**src/hdl/shm_switch_pkg.sv**
```systemverilog
package shm_switch_pkg;

    // default sizes, the top level may override them
    localparam int NUM_PORTS_DEFAULT = 4;      // power of two
    localparam int DATA_W_DEFAULT    = 16;
    localparam int VOQ_DEPTH_DEFAULT = 8;      // power of two

    // header word layout
    // the destination port index sits in the low bits of the first word,
    // as wide as the port index of the switch
    localparam int DEST_LSB = 0;

    // a queue reports nearly full once its free entries drop to this margin,
    // which leaves room for the word still held in the ingress register
    localparam int FULL_MARGIN = 2;

endpackage

```
**src/hdl/ingress_tagger.sv**
```systemverilog
`timescale 1ns/100ps

module ingress_tagger #(
    parameter int NUM_PORTS = shm_switch_pkg::NUM_PORTS_DEFAULT,
    parameter int DATA_W    = shm_switch_pkg::DATA_W_DEFAULT,
    localparam int PORT_W   = $clog2(NUM_PORTS)
) (
    input  logic                clk,
    input  logic                arst_n,

    input  logic                wr_sop,
    input  logic                wr_eop,
    input  logic                wr_vld,
    input  logic [DATA_W-1:0]   wr_data,

    output logic                tag_vld,
    output logic                tag_sop,
    output logic                tag_eop,
    output logic [PORT_W-1:0]   tag_dest,
    output logic [DATA_W-1:0]   tag_data
);

    import shm_switch_pkg::*;

    logic [PORT_W-1:0] hdr_dest;

    assign hdr_dest = wr_data[DEST_LSB +: PORT_W];  // only meaningful on the header word

    // tag_dest doubles as the held destination, body words leave it untouched
    always_ff @(posedge clk or negedge arst_n) begin
        if (!arst_n) begin
            tag_vld  <= 1'b0;
            tag_sop  <= 1'b0;
            tag_eop  <= 1'b0;
            tag_dest <= '0;
        end else begin
            tag_vld <= wr_vld;
            tag_sop <= wr_vld && wr_sop;
            tag_eop <= wr_vld && wr_eop;
            if (wr_vld && wr_sop) begin
                tag_dest <= hdr_dest;
            end
        end
    end

    always_ff @(posedge clk) begin
        if (wr_vld) begin
            tag_data <= wr_data;  // header word goes through unchanged
        end
    end

endmodule

```
**src/hdl/voq_fifo.sv**
```systemverilog
`timescale 1ns/100ps

module voq_fifo #(
    parameter int WORD_W  = shm_switch_pkg::DATA_W_DEFAULT + 2,
    parameter int DEPTH   = shm_switch_pkg::VOQ_DEPTH_DEFAULT,
    localparam int PTR_W  = $clog2(DEPTH)
) (
    input  logic                clk,
    input  logic                arst_n,

    input  logic                push,
    input  logic [WORD_W-1:0]   push_word,
    input  logic                pop,

    output logic [WORD_W-1:0]   head_word,
    output logic                empty,
    output logic                nearly_full
);

    import shm_switch_pkg::*;

    localparam logic [PTR_W:0] DEPTH_CNT = (PTR_W+1)'(DEPTH);
    localparam logic [PTR_W:0] NF_LEVEL  = (PTR_W+1)'(DEPTH - FULL_MARGIN);

    logic [WORD_W-1:0] mem [DEPTH];
    logic [PTR_W-1:0]  wr_ptr;
    logic [PTR_W-1:0]  rd_ptr;
    logic [PTR_W:0]    count;
    logic              full_q;
    logic              do_push;
    logic              do_pop;

    assign full_q  = (count == DEPTH_CNT);
    assign do_push = push && !full_q;   // a word sent into a full queue is dropped
    assign do_pop  = pop && !empty;

    assign empty       = (count == '0);
    assign nearly_full = (count >= NF_LEVEL);
    assign head_word   = mem[rd_ptr];   // head is visible without a read cycle

    always_ff @(posedge clk) begin
        if (do_push) begin
            mem[wr_ptr] <= push_word;
        end
    end

    // pointers wrap on their own since DEPTH is a power of two
    always_ff @(posedge clk or negedge arst_n) begin
        if (!arst_n) begin
            wr_ptr <= '0;
            rd_ptr <= '0;
            count  <= '0;
        end else begin
            if (do_push) begin
                wr_ptr <= wr_ptr + 1'b1;
            end
            if (do_pop) begin
                rd_ptr <= rd_ptr + 1'b1;
            end
            case ({do_push, do_pop})
                2'b10:   count <= count + 1'b1;
                2'b01:   count <= count - 1'b1;
                default: count <= count;
            endcase
        end
    end

endmodule

```
**src/hdl/voq_array.sv**
```systemverilog
`timescale 1ns/100ps

module voq_array #(
    parameter int NUM_PORTS = shm_switch_pkg::NUM_PORTS_DEFAULT,
    parameter int DATA_W    = shm_switch_pkg::DATA_W_DEFAULT,
    parameter int VOQ_DEPTH = shm_switch_pkg::VOQ_DEPTH_DEFAULT,
    localparam int PORT_W   = $clog2(NUM_PORTS)
) (
    input  logic                            clk,
    input  logic                            arst_n,

    // one lane per source
    input  logic [NUM_PORTS-1:0]            tag_vld,
    input  logic [NUM_PORTS-1:0]            tag_sop,
    input  logic [NUM_PORTS-1:0]            tag_eop,
    input  logic [NUM_PORTS*PORT_W-1:0]     tag_dest,
    input  logic [NUM_PORTS*DATA_W-1:0]     tag_data,

    // one lane per destination
    input  logic [NUM_PORTS-1:0]            rd_en,
    input  logic [NUM_PORTS*PORT_W-1:0]     rd_src,

    output logic [NUM_PORTS*NUM_PORTS-1:0]  q_empty,
    output logic [NUM_PORTS-1:0]            head_sop,
    output logic [NUM_PORTS-1:0]            head_eop,
    output logic [NUM_PORTS*DATA_W-1:0]     head_data,
    output logic                            full
);

    localparam int WORD_W = DATA_W + 2;  // {sop, eop, data}

    logic [WORD_W-1:0]              head_w [NUM_PORTS][NUM_PORTS];  // [source][destination]
    logic [NUM_PORTS*NUM_PORTS-1:0] nf_all;

    for (genvar s = 0; s < NUM_PORTS; s++) begin : g_src
        for (genvar d = 0; d < NUM_PORTS; d++) begin : g_dst
            logic push;
            logic pop;

            assign push = tag_vld[s] && (tag_dest[s*PORT_W +: PORT_W] == PORT_W'(d));
            assign pop  = rd_en[d] && (rd_src[d*PORT_W +: PORT_W] == PORT_W'(s));

            voq_fifo #(
                .WORD_W (WORD_W),
                .DEPTH  (VOQ_DEPTH)
            ) u_voq (
                .clk         (clk),
                .arst_n      (arst_n),
                .push        (push),
                .push_word   ({tag_sop[s], tag_eop[s], tag_data[s*DATA_W +: DATA_W]}),
                .pop         (pop),
                .head_word   (head_w[s][d]),
                .empty       (q_empty[d*NUM_PORTS + s]),  // grouped by destination column
                .nearly_full (nf_all[s*NUM_PORTS + d])
            );
        end
    end

    for (genvar d = 0; d < NUM_PORTS; d++) begin : g_rd
        logic [WORD_W-1:0] sel_word;

        assign sel_word = head_w[rd_src[d*PORT_W +: PORT_W]][d];

        assign head_sop[d]                   = sel_word[WORD_W-1];
        assign head_eop[d]                   = sel_word[WORD_W-2];
        assign head_data[d*DATA_W +: DATA_W] = sel_word[DATA_W-1:0];
    end

    // one slow queue pauses every sender
    assign full = |nf_all;

endmodule

```
**src/hdl/egress_scheduler.sv**
```systemverilog
`timescale 1ns/100ps

module egress_scheduler #(
    parameter int NUM_PORTS = shm_switch_pkg::NUM_PORTS_DEFAULT,
    parameter int DATA_W    = shm_switch_pkg::DATA_W_DEFAULT,
    localparam int PORT_W   = $clog2(NUM_PORTS)
) (
    input  logic                    clk,
    input  logic                    arst_n,

    input  logic                    ready,

    // column of queues that feed this output, bit s is source s
    input  logic [NUM_PORTS-1:0]    q_empty,
    input  logic                    head_sop,
    input  logic                    head_eop,
    input  logic [DATA_W-1:0]       head_data,

    output logic                    rd_en,
    output logic [PORT_W-1:0]       rd_src,

    output logic                    rd_sop,
    output logic                    rd_eop,
    output logic                    rd_vld,
    output logic [DATA_W-1:0]       rd_data
);

    logic [PORT_W-1:0] rr_ptr;
    logic [PORT_W-1:0] grant_src;
    logic              locked;
    logic [PORT_W-1:0] pick_src;

    // first non-empty queue at or after the pointer
    always_comb begin
        logic [PORT_W-1:0] idx;

        idx      = rr_ptr;
        pick_src = rr_ptr;
        for (int k = NUM_PORTS - 1; k >= 0; k--) begin
            idx = rr_ptr + PORT_W'(k);  // wraps since the port count is a power of two
            if (!q_empty[idx]) begin
                pick_src = idx;  // the lowest k is checked last and wins
            end
        end
    end

    assign rd_src = locked ? grant_src : pick_src;
    assign rd_en  = ready && !q_empty[rd_src];

    // packet lock, released by the eop word
    always_ff @(posedge clk or negedge arst_n) begin
        if (!arst_n) begin
            rr_ptr    <= '0;
            grant_src <= '0;
            locked    <= 1'b0;
        end else if (rd_en) begin
            if (head_eop) begin
                locked <= 1'b0;
                rr_ptr <= rd_src + PORT_W'(1);
            end else begin
                locked    <= 1'b1;
                grant_src <= rd_src;
            end
        end
    end

    always_ff @(posedge clk or negedge arst_n) begin
        if (!arst_n) begin
            rd_vld <= 1'b0;
            rd_sop <= 1'b0;
            rd_eop <= 1'b0;
        end else begin
            rd_vld <= rd_en;
            rd_sop <= rd_en && head_sop;
            rd_eop <= rd_en && head_eop;
        end
    end

    always_ff @(posedge clk) begin
        if (rd_en) begin
            rd_data <= head_data;  // popped word shows up the cycle after rd_en
        end
    end

endmodule

```
**src/hdl/shm_switch_top.sv**
```systemverilog
`timescale 1ns/100ps

module shm_switch_top #(
    parameter int NUM_PORTS = shm_switch_pkg::NUM_PORTS_DEFAULT,
    parameter int DATA_W    = shm_switch_pkg::DATA_W_DEFAULT,
    parameter int VOQ_DEPTH = shm_switch_pkg::VOQ_DEPTH_DEFAULT,
    localparam int PORT_W   = $clog2(NUM_PORTS)
) (
    input  logic                            clk,
    input  logic                            arst_n,

    input  logic [NUM_PORTS-1:0]            wr_sop,
    input  logic [NUM_PORTS-1:0]            wr_eop,
    input  logic [NUM_PORTS-1:0]            wr_vld,
    input  logic [NUM_PORTS*DATA_W-1:0]     wr_data,

    output logic [NUM_PORTS-1:0]            rd_sop,
    output logic [NUM_PORTS-1:0]            rd_eop,
    output logic [NUM_PORTS-1:0]            rd_vld,
    output logic [NUM_PORTS*DATA_W-1:0]     rd_data,

    output logic                            full,
    input  logic [NUM_PORTS-1:0]            ready
);

    logic [NUM_PORTS-1:0]           tag_vld;
    logic [NUM_PORTS-1:0]           tag_sop;
    logic [NUM_PORTS-1:0]           tag_eop;
    logic [NUM_PORTS*PORT_W-1:0]    tag_dest;
    logic [NUM_PORTS*DATA_W-1:0]    tag_data;

    logic [NUM_PORTS-1:0]           rd_en;
    logic [NUM_PORTS*PORT_W-1:0]    rd_src;
    logic [NUM_PORTS*NUM_PORTS-1:0] q_empty;
    logic [NUM_PORTS-1:0]           head_sop;
    logic [NUM_PORTS-1:0]           head_eop;
    logic [NUM_PORTS*DATA_W-1:0]    head_data;

    for (genvar i = 0; i < NUM_PORTS; i++) begin : g_port
        ingress_tagger #(
            .NUM_PORTS (NUM_PORTS),
            .DATA_W    (DATA_W)
        ) u_tagger (
            .clk      (clk),
            .arst_n   (arst_n),
            .wr_sop   (wr_sop[i]),
            .wr_eop   (wr_eop[i]),
            .wr_vld   (wr_vld[i]),
            .wr_data  (wr_data[i*DATA_W +: DATA_W]),
            .tag_vld  (tag_vld[i]),
            .tag_sop  (tag_sop[i]),
            .tag_eop  (tag_eop[i]),
            .tag_dest (tag_dest[i*PORT_W +: PORT_W]),
            .tag_data (tag_data[i*DATA_W +: DATA_W])
        );

        egress_scheduler #(
            .NUM_PORTS (NUM_PORTS),
            .DATA_W    (DATA_W)
        ) u_sched (
            .clk       (clk),
            .arst_n    (arst_n),
            .ready     (ready[i]),
            .q_empty   (q_empty[i*NUM_PORTS +: NUM_PORTS]),  // column of output i
            .head_sop  (head_sop[i]),
            .head_eop  (head_eop[i]),
            .head_data (head_data[i*DATA_W +: DATA_W]),
            .rd_en     (rd_en[i]),
            .rd_src    (rd_src[i*PORT_W +: PORT_W]),
            .rd_sop    (rd_sop[i]),
            .rd_eop    (rd_eop[i]),
            .rd_vld    (rd_vld[i]),
            .rd_data   (rd_data[i*DATA_W +: DATA_W])
        );
    end

    voq_array #(
        .NUM_PORTS (NUM_PORTS),
        .DATA_W    (DATA_W),
        .VOQ_DEPTH (VOQ_DEPTH)
    ) u_voq_array (
        .clk       (clk),
        .arst_n    (arst_n),
        .tag_vld   (tag_vld),
        .tag_sop   (tag_sop),
        .tag_eop   (tag_eop),
        .tag_dest  (tag_dest),
        .tag_data  (tag_data),
        .rd_en     (rd_en),
        .rd_src    (rd_src),
        .q_empty   (q_empty),
        .head_sop  (head_sop),
        .head_eop  (head_eop),
        .head_data (head_data),
        .full      (full)
    );

endmodule

```
**config.mk**
```make
export PLATFORM = sky130hd
export DESIGN_NAME = shm_switch_top
export DESIGN_NICKNAME = d
export VERILOG_FILES = /design/src/hdl/shm_switch_pkg.sv /design/src/hdl/ingress_tagger.sv /design/src/hdl/voq_fifo.sv /design/src/hdl/voq_array.sv /design/src/hdl/egress_scheduler.sv /design/src/hdl/shm_switch_top.sv
export SDC_FILE = /design/constraint.sdc
export NUM_CORES = 2
export LEC_CHECK = 0
export BUFFER_PORTS_ARGS = -buffer_cell sky130_fd_sc_hd__buf_2
export CAP_MARGIN = 10
export CORE_MARGIN = 3
export CORE_UTILIZATION = 40
export DETAILED_ROUTE_END_ITERATION = 6
export HOLD_SLACK_MARGIN = 0.08
export PLACE_DENSITY = 0.63
export SYNTH_ARGS = -nofsm -noshare
export SYNTH_HDL_FRONTEND = slang
export SYNTH_SLANG_ARGS = --single-unit
```
**constraint.sdc**
```tcl
create_clock -name clk -period 9.8 [get_ports clk]
set_input_delay 1.47 -clock clk [delete_from_list [all_inputs] [get_ports clk]]
set_output_delay 1.47 -clock clk [all_outputs]
set_load 0.1 [all_outputs]
```
==> flow_metrics.tcl <==
set metrics [dict create \
    status "complete, but fails checks" \
    violations "design-rule violations, max-capacitance violations, max-slew violations" \
    path_delay_family "compound AO/OA/AOI/OAI gates" \
    vdd_drop_max_mv 0.358 \
    num_rows 186 \
    area_growth_syn_to_layout_pct 15.2 \
    gr-total-overflow 0 \
    rrSetupSlack_ns 5.06 \
    via_per_inst 5.60 \
    final.setup.tns_ns 0 \
    multi_input_area_mm2 0.0244 \
    cp-end-kind "flop" \
    synth.distinct_cells 92 \
    die_x_um 515 \
    ant_nets 0 \
    required_ns 10.57 \
    path_buf_inv 1 \
    finalCriticalPeriod_ns 4.74 \
    synth_nets 5128 \
    nNetsFinal 5595 \
    core_area_mm2 0.257 \
    slew_viol_final 9 \
    routed_wl_um 267000 \
    yosys_warnings 0 \
    setup_violations 0 \
    synth_edf_count 2432 \
    r2r_end "u_voq_array.g_src[0].g_dst[2].u_voq.count[3]" \
    layout-drive-gt1-share 0.285 \
    grt_pass1_wl_um 379000 \
    path_class "flop to flop" \
    critPathMostFrequentCell "ha_1" \
    cp_max_fo 21 \
    cts_tree "done" \
    n_fill_cell 21100 \
    relSlewSlack -0.0271 \
    start_util 0.403 \
    worstHoldPathCells 1 \
    antenna_found_initial 34 \
    drc 1 \
    drv_cap 1 \
    layout.area.seq_mm2 0.0784 \
    leakage_uw 0.0395 \
    drt_iter0_markers 5948 \
    hold_viol_final 0 \
    cts_buffers 288 \
    path_cells "or4_1, o22ai_1, a22oi_1, o211ai_1, a22o_1, o221ai_2, or3_1, inv_1, ha_1, ha_1, a21o_1, a21oi_1, xnor2_1, nor2_1, xor2_1" \
    hold_class "flop to flop" \
    place.gp.congestion 0.924 \
    avgSynthCellArea_um2 20.9 \
    dieArea_mm2 0.265 \
    finalCritPeriodShare 0.484 \
    min-delay-start "u_voq_array.g_src[2].g_dst[1].u_voq.rd_ptr[2]" \
    tightest_slew_ns 1.54 \
    clkSlewWorstSetupHoldPaths_ns 0.06 \
    dieHeight_um 515 \
    grt_pass1_vias 50800 \
    hold_end "u_voq_array.g_src[2].g_dst[1].u_voq.rd_ptr[2]" \
    r2r_start "u_voq_array.g_src[1].g_dst[2].u_voq.count[1]" \
    powerDensity_mw_per_mm2 319 \
    skew_ns 0.0513 \
    cp_slowest_stage_delay_ns 0.70 \
    insertion_delay_ns 0.93 \
    netlist_instances 4958 \
    grt_use_total 0.200 \
    clockBufferDepth 4 \
    drtPass1Iterations 7 \
    post_cts_buffers 0 \
    wl_per_cell_um 29.4 \
    synth_area_mm2 0.104 \
    reg2reg_depth 15 \
    dr_total_vias 50900 \
    arrival_ns 5.52 \
    seq_area_frac_synth 0.756 \
    dp_hpwl_um 171000 \
    cts_root_buffer "clkbuf_16" \
    cp-start-kind "flop" \
    total_power_uw 38100 \
    design.portCount 159 \
    ys_ff_latch 2644 \
    synth_ff_type "edfxtp_1" \
    async_flop_share 0.0802 \
    grt_setup_unrepaired "no" \
    grt_max_degree 67 \
    cts_hold_buf 0 \
    clock.fmax_mhz 211 \
    cts-resized-gates 0 \
    crit_slowest_cell "or4_1" \
    htree_levels 5 \
    portBuffers 158 \
    cts.sinks 2644 \
]
==> logic make-up (layout without fill, tap and decap cells) <==
group                      Yosys count  after routing  synth area share
DFF                               2644           2644             0.756
buffers and inverters              303            979            0.0120
adders and majority gates           88             88            0.0112
and+or+nand+nor                    552            552            0.0281
AOI/OAI and AO/OA                  305            305            0.0207
xor gates and xnor gates           136            136            0.0115
muxes                              930            930             0.161
other                                0             70                 0
==> layout make-up <==
type | count | area share
sequential | 2644 | 0.656
multi-input combinational | 2011 | 0.204
clock buffer | 388 | 0.0663
tap | 3384 | 0.0355
timing repair buffer | 403 | 0.0236
clock inverter | 111 | 0.0104
inverter | 77 | 0.00242
antenna | 70 | 0.00147
==> cells in the final DEF (no fill, tap or decap), drive strengths merged, types with 19 or more instances in the layout <==
master / instances
ha: 80
inv: 87
o22ai: 94
mux4: 576
edfxtp: 2432
xnor2: 61
bufinv: 26
a21oi: 48
dfrtp: 212
nor3: 64
o221ai: 24
o21ai: 42
or2: 35
nand2b: 48
or3: 19
nor2: 156
clkinv: 70
nor4: 20
mux2: 80
mux2i: 274
clkbuf: 388
nand2: 119
xor2: 75
diode: 70
buf: 403
==> metrics by stage <==
stage / cells / setup slack, ns / hold slack (ns) / util / cell area, um2
after global routing: 9083 / 4.62 / 0.497 / 0.464 / 119000
after floorplan: 4958 / 6.03 / 0.457 / - / 104000
after CTS: 9005 / 5.13 / 0.482 / 0.462 / 119000
after global placement: 8506 / 5.26 / 0.469 / 0.427 / 110000
final: 9088 / 5.06 / 0.484 / 0.464 / 119000
after detailed placement: 8506 / 5.17 / 0.474 / 0.427 / 110000
==> report_power, final <==
group	internal (uW)	switching (uW)	leakage [uW]
Sequential	13600	996	0.0246
Clock	6350	4270	0.00449
Combinational	4590	8310	0.0104
==> flip-flops by register name (all words and copies together), names as in the netlist, 8 cells and up <==
signal / flops
u_voq_array.g_src.g_dst.u_voq.mem: 2304
u_voq_array.g_src.g_dst.u_voq.wr_ptr: 48
g_port.u_sched.rr_ptr: 8
g_port.u_tagger.tag_dest: 8
u_voq_array.g_src.g_dst.u_voq.rd_ptr: 48
g_port.u_tagger.tag_data: 64
g_port.u_sched.grant_src: 8
g_port.u_sched.rd_data: 64
u_voq_array.g_src.g_dst.u_voq.count: 64
==> worst register-to-register path, delay by kind of cell (launching register included) <==
family                   cells  cell delay [ns]
AO/OA/AOI/OAI                7             2.05
buffers and inverters        1             0.09
AND/OR/NAND/NOR              3             1.30
flip-flops                   1             0.47
XOR/XNOR                     2             0.28
adder cells (fa/ha/maj)      2             0.44
==> synthesized netlist by cell type, types with 10 or more instances <==
master    instances  area [um2]
nand2b_1         48         300
inv_1            75         282
a21o_1           11        82.6
nor2b_1          13        81.3
buf_2            21         105
mux4_2          576       13000
buf_4            13        97.6
or2_2            32         200
nand3_1          12        60.1
edfxtp_1       2432       73000
xor2_1           75         657
nor4_1           12        75.1
nand3b_1         12        90.1
ha_1             80        1000
o22ai_1          94         588
or3_1            18         113
buf_1            67         251
dfrtp_1         212        5310
mux2i_1         273        2730
clkbuf_1        120         450
a21oi_1          48         240
nor3_1           59         295
o21ai_0          40         200
nor3b_1          14         105
nand2_1         115         432
and2_1           10        62.6
nor2_1          154         578
a211oi_1         16         120
o22a_1           17         149
or4_1            10        75.1
o221ai_1         22         193
mux2_2           66         743
xnor2_1          61         534
==> how the worst max path moves through the flow <==
stage	from	endpoint	slack [ns]	cells after the start
floorplan	u_voq_array.g_src[2].g_dst[0].u_voq.count[2]	u_voq_array.g_src[0].g_dst[0].u_voq.count[3]	6.03	17
global placement	u_voq_array.g_src[1].g_dst[2].u_voq.count[1]	u_voq_array.g_src[0].g_dst[2].u_voq.count[3]	5.26	15
detailed placement	u_voq_array.g_src[1].g_dst[2].u_voq.count[1]	u_voq_array.g_src[0].g_dst[2].u_voq.count[3]	5.17	15
CTS	u_voq_array.g_src[0].g_dst[0].u_voq.count[3]	full	5.13	4
global route	u_voq_array.g_src[3].g_dst[2].u_voq.count[1]	u_voq_array.g_src[0].g_dst[2].u_voq.count[3]	4.62	14
finish	u_voq_array.g_src[1].g_dst[2].u_voq.count[1]	u_voq_array.g_src[0].g_dst[2].u_voq.count[3]	5.06	15
==> layer usage <==
| metal | vias up | track usage | part of all wire |
|---|---|---|---|
| li1 | 21300 | - | - |
| met1 | 27200 | 0.281 | 0.41 |
| met2 | 2015 | 0.308 | 0.47 |
| met3 | 408 | 0.0337 | 0.069 |
| met4 | 2 | 0.0891 | 0.045 |
| met5 | - | 0 | 0.000049 |
(Power assumes the default switching activity.)
